==> src/cpu_cfg_pkg.sv <==
// CPU configuration package with the datapath width and register file sizes.
package cpu_cfg_pkg;

   // width of a data word and of every register.
   localparam int XLEN = 32;

   // register address width, five bits select one of the registers.
   localparam int REG_AW = 5;

   // number of architectural registers.
   // register 0 is hardwired to zero by the register file.
   localparam int NREG = 1 << REG_AW;

endpackage : cpu_cfg_pkg

==> src/insn_pkg.sv <==
// Instruction package with the two field layouts, the decode union and the opcodes.
package insn_pkg;

   localparam int OPC_W  = 6;  // opcode field width.
   localparam int IMM_W  = 16; // immediate field width.
   localparam int FUNC_W = 11; // function field of the R-form.

   // opcodes at or above this value carry an immediate.
   localparam logic [OPC_W-1:0] OPC_IMM_BASE = 6'h20;

   // R-form opcodes.
   localparam logic [OPC_W-1:0] OPC_ADD  = 6'h01;
   localparam logic [OPC_W-1:0] OPC_SUB  = 6'h02;
   localparam logic [OPC_W-1:0] OPC_AND  = 6'h03;
   localparam logic [OPC_W-1:0] OPC_OR   = 6'h04;
   // I-form opcodes.
   localparam logic [OPC_W-1:0] OPC_ADDI = 6'h20;
   localparam logic [OPC_W-1:0] OPC_ANDI = 6'h21;
   localparam logic [OPC_W-1:0] OPC_LDI  = 6'h22;

   // two source registers, bits 31 down to 0.
   typedef struct packed {
      logic [OPC_W-1:0]               opc;  // 31:26.
      logic [cpu_cfg_pkg::REG_AW-1:0] rd;   // 25:21.
      logic [cpu_cfg_pkg::REG_AW-1:0] rs1;  // 20:16.
      logic [cpu_cfg_pkg::REG_AW-1:0] rs2;  // 15:11.
      logic [FUNC_W-1:0]              func; // 10:0.
   } insn_r_t;

   // one source register and a signed immediate.
   typedef struct packed {
      logic [OPC_W-1:0]               opc;  // 31:26.
      logic [cpu_cfg_pkg::REG_AW-1:0] rd;   // 25:21.
      logic [cpu_cfg_pkg::REG_AW-1:0] rs1;  // 20:16.
      logic [IMM_W-1:0]               imm;  // 15:0, sign bit at 15.
   } insn_i_t;

   // one instruction word seen through either layout.
   typedef union packed {
      insn_r_t r;
      insn_i_t i;
   } insn_u;

endpackage : insn_pkg

==> src/rf_port_if.sv <==
// Register file port bundle carrying two read ports and one write port.
`timescale 1ns/1ns

interface rf_port_if;

   import cpu_cfg_pkg::*;

   // read side, both ports share one enable.
   logic              re;
   logic [REG_AW-1:0] ra_a; // address of port A.
   logic [REG_AW-1:0] ra_b; // address of port B.
   logic [XLEN-1:0]   rd_a; // port A data, one cycle after re.
   logic [XLEN-1:0]   rd_b; // port B data, one cycle after re.

   // write side, one register per cycle.
   logic              we;
   logic [REG_AW-1:0] wa;
   logic [XLEN-1:0]   wd;

   // requester side, drives addresses and write data.
   modport master (
      output re, ra_a, ra_b,
      output we, wa, wd,
      input  rd_a, rd_b
   );

   // register file side.
   modport slave (
      input  re, ra_a, ra_b,
      input  we, wa, wd,
      output rd_a, rd_b
   );

endinterface : rf_port_if

==> src/dpram_sclk.sv <==
// Single-clock dual-port RAM cell with registered read, write bypass and gated output.
`timescale 1ns/1ns

module dpram_sclk #(
   parameter int AW            = 5,
   parameter int DW            = 32,
   parameter bit CLEAR_ON_INIT = 1'b1,
   parameter bit ENABLE_BYPASS = 1'b1
) (
   input  logic          clk_i,
   input  logic          rst_n_i,
   input  logic [AW-1:0] raddr,
   input  logic          re,
   input  logic [AW-1:0] waddr,
   input  logic          we,
   input  logic [DW-1:0] din,
   output logic [DW-1:0] dout
);

   localparam int DEPTH = 1 << AW; // words in the array.

   logic [DW-1:0] mem [DEPTH];
   logic [DW-1:0] mem_q;  // word read from the array.
   logic [DW-1:0] data_w; // array word or bypassed write data.
   logic          re_q;   // read enable seen last cycle.

   // start from an all-zero array.
   generate
      if (CLEAR_ON_INIT) begin : g_clear
         initial begin
            for (int i = 0; i < DEPTH; i++) begin
               mem[i] = '0;
            end
         end
      end
   endgenerate

   // write and registered read.
   always @(posedge clk_i) begin
      if (we) begin
         mem[waddr] <= din;
      end
      if (re) begin
         mem_q <= mem[raddr]; // old contents on a same-address write.
      end
   end

   generate
      if (ENABLE_BYPASS) begin : g_bypass
         logic [DW-1:0] din_q; // write data captured with the read.
         logic          hit_q; // read and write met on one address.

         always_ff @(posedge clk_i) begin
            if (re) begin
               din_q <= din;
            end
         end

         always_ff @(posedge clk_i or negedge rst_n_i) begin
            if (!rst_n_i) begin
               hit_q <= 1'b0;
            end else begin
               hit_q <= re && we && (raddr == waddr);
            end
         end

         assign data_w = hit_q ? din_q : mem_q; // new data wins on a hit.
      end else begin : g_no_bypass
         assign data_w = mem_q;
      end
   endgenerate

   always_ff @(posedge clk_i or negedge rst_n_i) begin
      if (!rst_n_i) begin
         re_q <= 1'b0;
      end else begin
         re_q <= re;
      end
   end

   assign dout = re_q ? data_w : '0; // zero unless a read was issued.

endmodule : dpram_sclk

==> src/regfile.sv <==
// Register file with two read ports and one write port built from two RAM cells.
`timescale 1ns/1ns

module regfile (
   input logic      clk_i,
   input logic      rst_n_i,
   rf_port_if.slave rf
);

   import cpu_cfg_pkg::*;

   logic            wr_en;    // write enable with register 0 masked off.
   logic [XLEN-1:0] cell_a;   // raw data of the port A cell.
   logic [XLEN-1:0] cell_b;   // raw data of the port B cell.
   logic            zero_a_q; // port A read register 0.
   logic            zero_b_q; // port B read register 0.

   // register 0 is never written.
   assign wr_en = rf.we && (rf.wa != '0);

   // each cell takes every write and keeps a full copy.
   dpram_sclk #(
      .AW           (REG_AW),
      .DW           (XLEN),
      .CLEAR_ON_INIT(1'b1),
      .ENABLE_BYPASS(1'b1)
   ) i_cell_a (
      .clk_i  (clk_i),
      .rst_n_i(rst_n_i),
      .raddr  (rf.ra_a),
      .re     (rf.re),
      .waddr  (rf.wa),
      .we     (wr_en),
      .din    (rf.wd),
      .dout   (cell_a)
   );

   dpram_sclk #(
      .AW           (REG_AW),
      .DW           (XLEN),
      .CLEAR_ON_INIT(1'b1),
      .ENABLE_BYPASS(1'b1)
   ) i_cell_b (
      .clk_i  (clk_i),
      .rst_n_i(rst_n_i),
      .raddr  (rf.ra_b),
      .re     (rf.re),
      .waddr  (rf.wa),
      .we     (wr_en),
      .din    (rf.wd),
      .dout   (cell_b)
   );

   // remember a register 0 read for the next cycle.
   always_ff @(posedge clk_i or negedge rst_n_i) begin
      if (!rst_n_i) begin
         zero_a_q <= 1'b0;
         zero_b_q <= 1'b0;
      end else begin
         zero_a_q <= (rf.ra_a == '0);
         zero_b_q <= (rf.ra_b == '0);
      end
   end

   assign rf.rd_a = zero_a_q ? '0 : cell_a; // register 0 reads zero.
   assign rf.rd_b = zero_b_q ? '0 : cell_b;

endmodule : regfile

==> src/operand_fetch.sv <==
// Operand fetch stage that decodes the issued word, reads the registers and forms A and B.
`timescale 1ns/1ns

module operand_fetch (
   input  logic                           clk_i,
   input  logic                           rst_n_i,
   input  logic                           issue_valid,
   input  insn_pkg::insn_u                issue_insn,
   input  logic                           wb_we,
   input  logic [cpu_cfg_pkg::REG_AW-1:0] wb_rd,
   input  logic [cpu_cfg_pkg::XLEN-1:0]   wb_data,
   output logic                           op_valid,
   output logic [cpu_cfg_pkg::XLEN-1:0]   op_b,
   output logic [cpu_cfg_pkg::XLEN-1:0]   op_a,
   output logic [cpu_cfg_pkg::REG_AW-1:0] op_rd,
   output logic                           op_imm,
   rf_port_if.master                      rf
);

   import cpu_cfg_pkg::*;
   import insn_pkg::*;

   // decoded fields of the issued word.
   logic [OPC_W-1:0]  opc;
   logic [REG_AW-1:0] rs1;
   logic [REG_AW-1:0] rs2;
   logic [IMM_W-1:0]  imm;
   logic              is_imm;  // word is I-form.
   logic [XLEN-1:0]   imm_ext; // immediate widened with its sign.

   // fields held alongside the RAM read.
   logic              valid_q;
   logic              imm_form_q; // held I-form flag, only set for a valid issue.
   logic [XLEN-1:0]   imm_q;
   logic [REG_AW-1:0] rd_q;

   // the R view gives the register fields, the I view the immediate.
   assign opc = issue_insn.r.opc;
   assign rs1 = issue_insn.r.rs1; // same bits in both forms.
   assign rs2 = issue_insn.r.rs2;
   assign imm = issue_insn.i.imm;

   assign is_imm  = (opc >= OPC_IMM_BASE);
   assign imm_ext = {{(XLEN - IMM_W){imm[IMM_W-1]}}, imm};

   // read request, one per issued word.
   assign rf.re   = issue_valid;
   assign rf.ra_a = rs1;
   assign rf.ra_b = is_imm ? '0 : rs2; // I-form leaves port B on register 0.

   // write-back goes straight to the register file.
   assign rf.we = wb_we;
   assign rf.wa = wb_rd;
   assign rf.wd = wb_data;

   // control flags.
   always_ff @(posedge clk_i or negedge rst_n_i) begin
      if (!rst_n_i) begin
         valid_q    <= 1'b0;
         imm_form_q <= 1'b0;
      end else begin
         valid_q    <= issue_valid;
         imm_form_q <= issue_valid && is_imm; // low on empty cycles keeps op_b zero.
      end
   end

   // payload, loaded with each issue.
   always_ff @(posedge clk_i) begin
      if (issue_valid) begin
         rd_q  <= issue_insn.r.rd;
         imm_q <= imm_ext;
      end
   end

   // operands line up with the RAM data.
   assign op_valid = valid_q;
   assign op_a     = rf.rd_a;
   assign op_b     = imm_form_q ? imm_q : rf.rd_b; // immediate replaces rs2.
   assign op_rd    = rd_q;
   assign op_imm   = imm_form_q;

endmodule : operand_fetch

==> src/opf_top.sv <==
// Operand fetch top level joining the fetch stage and the register file on plain ports.
`timescale 1ns/1ns

module opf_top (
   input  logic                           clk_i,
   input  logic                           rst_n_i,
   // issue side.
   input  logic                           issue_valid,
   input  logic [cpu_cfg_pkg::XLEN-1:0]   issue_insn,
   // write-back side.
   input  logic                           wb_we,
   input  logic [cpu_cfg_pkg::REG_AW-1:0] wb_rd,
   input  logic [cpu_cfg_pkg::XLEN-1:0]   wb_data,
   // operands, one cycle after issue.
   output logic                           op_valid,
   output logic [cpu_cfg_pkg::XLEN-1:0]   op_a,
   output logic [cpu_cfg_pkg::XLEN-1:0]   op_b,
   output logic [cpu_cfg_pkg::REG_AW-1:0] op_rd,
   output logic                           op_imm
);

   rf_port_if i_rf_if (); // read and write ports of the register file.

   // decode and operand forming.
   operand_fetch i_operand_fetch (
      .clk_i      (clk_i),
      .rst_n_i    (rst_n_i),
      .issue_valid(issue_valid),
      .issue_insn (issue_insn), // raw word seen as the decode union.
      .wb_we      (wb_we),
      .wb_rd      (wb_rd),
      .wb_data    (wb_data),
      .op_valid   (op_valid),
      .op_b       (op_b),
      .op_a       (op_a),
      .op_rd      (op_rd),
      .op_imm     (op_imm),
      .rf         (i_rf_if.master)
   );

   // two cells, register 0 held at zero.
   regfile i_regfile (
      .clk_i  (clk_i),
      .rst_n_i(rst_n_i),
      .rf     (i_rf_if.slave)
   );

endmodule : opf_top

==> config.mk <==
export PLATFORM = sky130hd
export DESIGN_NAME = opf_top
export DESIGN_NICKNAME = d
export VERILOG_FILES = /design/src/cpu_cfg_pkg.sv /design/src/insn_pkg.sv /design/src/rf_port_if.sv /design/src/dpram_sclk.sv /design/src/regfile.sv /design/src/operand_fetch.sv /design/src/opf_top.sv
export SDC_FILE = /design/constraint.sdc
export NUM_CORES = 2
export LEC_CHECK = 0
export BUFFER_PORTS_ARGS = -buffer_cell sky130_fd_sc_hd__buf_2
export CAP_MARGIN = 25
export CORE_MARGIN = 2
export CORE_UTILIZATION = 35
export CTS_BUF_LIST = sky130_fd_sc_hd__clkbuf_16
export CTS_CLUSTER_SIZE = 12
export DETAILED_ROUTE_END_ITERATION = 12
export PLACE_DENSITY = 0.57
export SLEW_MARGIN = 20
export SYNTH_ARGS = -nofsm -noshare
export SYNTH_HDL_FRONTEND = slang
export SYNTH_SLANG_ARGS = --single-unit
==> constraint.sdc <==
create_clock -name clk_i -period 2.1 [get_ports clk_i]
set_clock_uncertainty 0.05 [all_clocks]
set_input_delay 0.525 -clock clk_i [delete_from_list [all_inputs] [get_ports clk_i]]
set_output_delay 0.525 -clock clk_i [all_outputs]
set_load 0.1 [all_outputs]
==> results.yml <==
grt:
  met3_usage_pct: 4.46
  first_global_vias: 34900
  met1_usage_pct: 32.2
  grt_max_degree: 45
  grt.total_usage_pct: 24.1
  antenna_found_initial: 11
  busiest_layer: "met2"
  grt_use_met2_pct: 38.5
  grt_pass1_wl_um: 262000
  grt.overflow.total: 0
drt:
  wl_per_cell_um: 32.5
  routed_wl_um: 187000
  final_antenna_net_count: 0
  via_per_inst: 5.98
  drt_iter0_drc: 4275
  drc_errors: 0
  dr.pass1.iters: 6
  dr_total_vias: 34400
layout:
  final_common_cell: "edfxtp_1"
  final_layout_size_suffix_gt1_share_pct: 40.9
  syn2layout_area_growth_pct: 27.6
  fillers: 12800
  final_cell_mix: "edfxtp_1, mux4_2, buf_4"
  fin_nets: 3731
logic_synthesis:
  synth_cells: 3112
  ys_warn_count: 0
  ys_ff_latch: 1147
  synth_area_mm2: 0.0530
  yosysTopAreaCellShare_pct: 64.7
  synth_area_leader_cell: "edfxtp_1"
  ys_types: 50
  ys.flop_type: "edfxtp_1"
  async_flop_share_pct: 0.523
  avgSynthCellArea_um2: 17.0
  synth_edf_count: 1141
  synth.yosys.seq_area_share_pct: 65.0
  synth_area_leaders: "edfxtp_1, mux4_2, mux2_2"
clock_network:
  clk_latency_ps: 750
  clk_pin_slew_ps: 60
  cts_buffers: 119
  htreeDepth: 3
  root_buffer: "clkbuf_16"
  cts_buffer_depth: 3
  tritoncts: "done"
  cts.sinks: 1147
power:
  power_density_mw_per_mm2: 780
  ir_worst_vdd_mv: 0.610
  power.leakage_nw: 22.3
  power_mw: 52.7
critical_path:
  arrival_ps: 2180
  cp-startpoint: "i_operand_fetch.op_imm"
  startpoint_type: "flop"
  r2r_start: "i_regfile.i_cell_b.mem[23][23]"
  rr_worst_depth: 5
  critPathKind: "flop to output pin"
  critPathMaxFanout: 12
  crit_path_end_kind: "output pin"
  r2r-end: "i_regfile.i_cell_b.mem_q[23]"
  reg2reg_slack_ps: 200
  cp-endpoint: "op_b[11]"
  crit_required_ps: 1520
die:
  rows: 142
  die_w_um: 393
  io_pins: 144
  die_h_um: 393
  die-area_mm2: 0.154
  initial_core_util_pct: 35.3
  coreArea_mm2: 0.150
sta:
  drv_slew: 0
  worst_pin_slew_ps: 739
  fin_crit_ps: 2750
  slew-limit-headroom_pct: 50.7
  rsz0062_at_grt: "yes"
  period_share_pct: 131
  max_clock_freq_ghz: 0.363
  setup_violations: 65
  finalHoldViolations: 0
  setup_ws_ps: -652
min_path:
  hold_path.class: "primary input to flop"
placement:
  place.gp.congestion: 0.862
  dp_hpwl_um: 122000
  place_ws_ps: -533
  port_buffers: 138
run_status:
  violations: "setup timing"
  outcome: "finished, violations left"
run:
  drv_cap: 0
## cell type report
type / count / area [um2] / share of cell area [%]
diodes: 1 / 2.50 / 0.00370
clock buffers: 121 / 3030 / 4.48
clock inverters: 85 / 485 / 0.718
inverters: 2 / 10.0 / 0.0148
multi-input cells: 1717 / 18700 / 27.7
flip-flops and latches: 1147 / 34400 / 50.9
well taps: 2016 / 2520 / 3.73
repair buffers: 671 / 8370 / 12.4
## logic make-up after synthesis
kind of cell	count (synthesis)	share of synthesized area, %
AOI/OAI and AO/OA	738	9.09
xor gates and xnor gates	10	0.165
buffers and inverters	279	2.63
DFF	1147	65.0
muxes	644	20.0
other	1	0.00708
and+or+nand+nor	293	3.11
## per-layer routing
layer	part of all wire, %	wire (um)
met3	9.2	17200
met2	47	87700
met4	4.5	8470
met1	39	73500
met5	0.068	127
## worst min-delay path by stage
stage / start / endpoint / slack [ps] / cells past startpoint
after global placement: rst_n_i / i_regfile.i_cell_a.re_q / 310 / 1
after detailed placement: rst_n_i / i_regfile.i_cell_a.re_q / 310 / 1
after global routing: issue_valid / i_regfile.i_cell_a.mem_q[28] / 70 / 1
after floorplan: rst_n_i / i_regfile.i_cell_a.g_bypass.hit_q / 180 / 0
after CTS: issue_valid / i_regfile.i_cell_a.mem_q[24] / 40 / 1
final: issue_valid / i_regfile.i_cell_a.mem_q[28] / 90 / 1
## repair_timing
item,CTS,global route
endpoints found under the setup margin,67,65
gates resized for setup,109,35
pin swaps,16,15
hold buffers,18,0
buffers inserted,18,4
gates cloned,2,1
endpoints found under the hold margin,23,0
## flip-flops by register name, summed over array words and instances (netlist names)
register,flops
i_regfile.i_cell_a.mem_q,32
i_regfile.i_cell_b.mem,992
i_regfile.i_cell_b.mem_q,32
i_regfile.i_cell_a.mem,32
i_operand_fetch.op_imm,1
i_regfile.i_cell_a.g_bypass.din_q,32
i_operand_fetch.imm_q,16
i_regfile.i_cell_b.g_bypass.hit_q,1
i_regfile.zero_a_q,1
i_regfile.zero_b_q,1
i_regfile.i_cell_a.g_bypass.hit_q,1
i_regfile.i_cell_a.re_q,1
i_operand_fetch.op_rd,5
## stage by stage
step / TNS (ps) / std cells / instance area (um2) / hold slack [ps] / util (%)
after floorplan: -180010 / 3143 / 54200 / 179 / -
after global placement: -25970 / 5518 / 63000 / 308 / 41.9
after detailed placement: -26850 / 5518 / 63000 / 311 / 41.9
after CTS: -39400 / 5760 / 67400 / 42.2 / 44.9
after global routing: -38520 / 5760 / 67600 / 69.3 / 45.0
final: -35450 / 5760 / 67600 / 86.9 / 45.0
## worst max-delay path: stages, from the launching register on
cell and delay (ps):
dfrtp_4 490, nor2_4 140, nand2_8 130, buf_12 200
o21ai_4 220, buf_12 210
## report_power, final
group / total (mW) / leakage, nW / internal (mW) / switching [mW]
sequential: 26.0 / 10.5 / 25.8 / 0.280
clock: 19.6 / 1.84 / 10.8 / 8.86
combinational: 7.08 / 9.99 / 2.96 / 4.12
total: 52.7 / 22.3 / 39.5 / 13.3
## cells in the mapped netlist, types with 3 or more instances
cell      count
a21oi_1     248
a221o_1      34
a221oi_1     33
a222oi_1     59
a22oi_1       5
a31oi_1      63
buf_1        18
buf_2        65
buf_4        19
buf_6        26
clkbuf_1    149
dfrtp_1       6
edfxtp_1   1141
mux2_2      190
mux2i_1     140
mux4_2      314
nand2_1      55
nand2b_1      8
nand3_1       5
nand3b_1      5
nor2_1       71
nor2b_1      38
nor3b_1      35
nor4_1        3
o211a_1      29
o211ai_1     38
o21ai_0     151
o221ai_1      4
o22a_1       30
o22ai_1      35
or2_2        33
or3b_1       17
or3b_2       14
xnor2_1       7
xor2_1        3
Note: power is estimated with default switching activity, not from simulation.
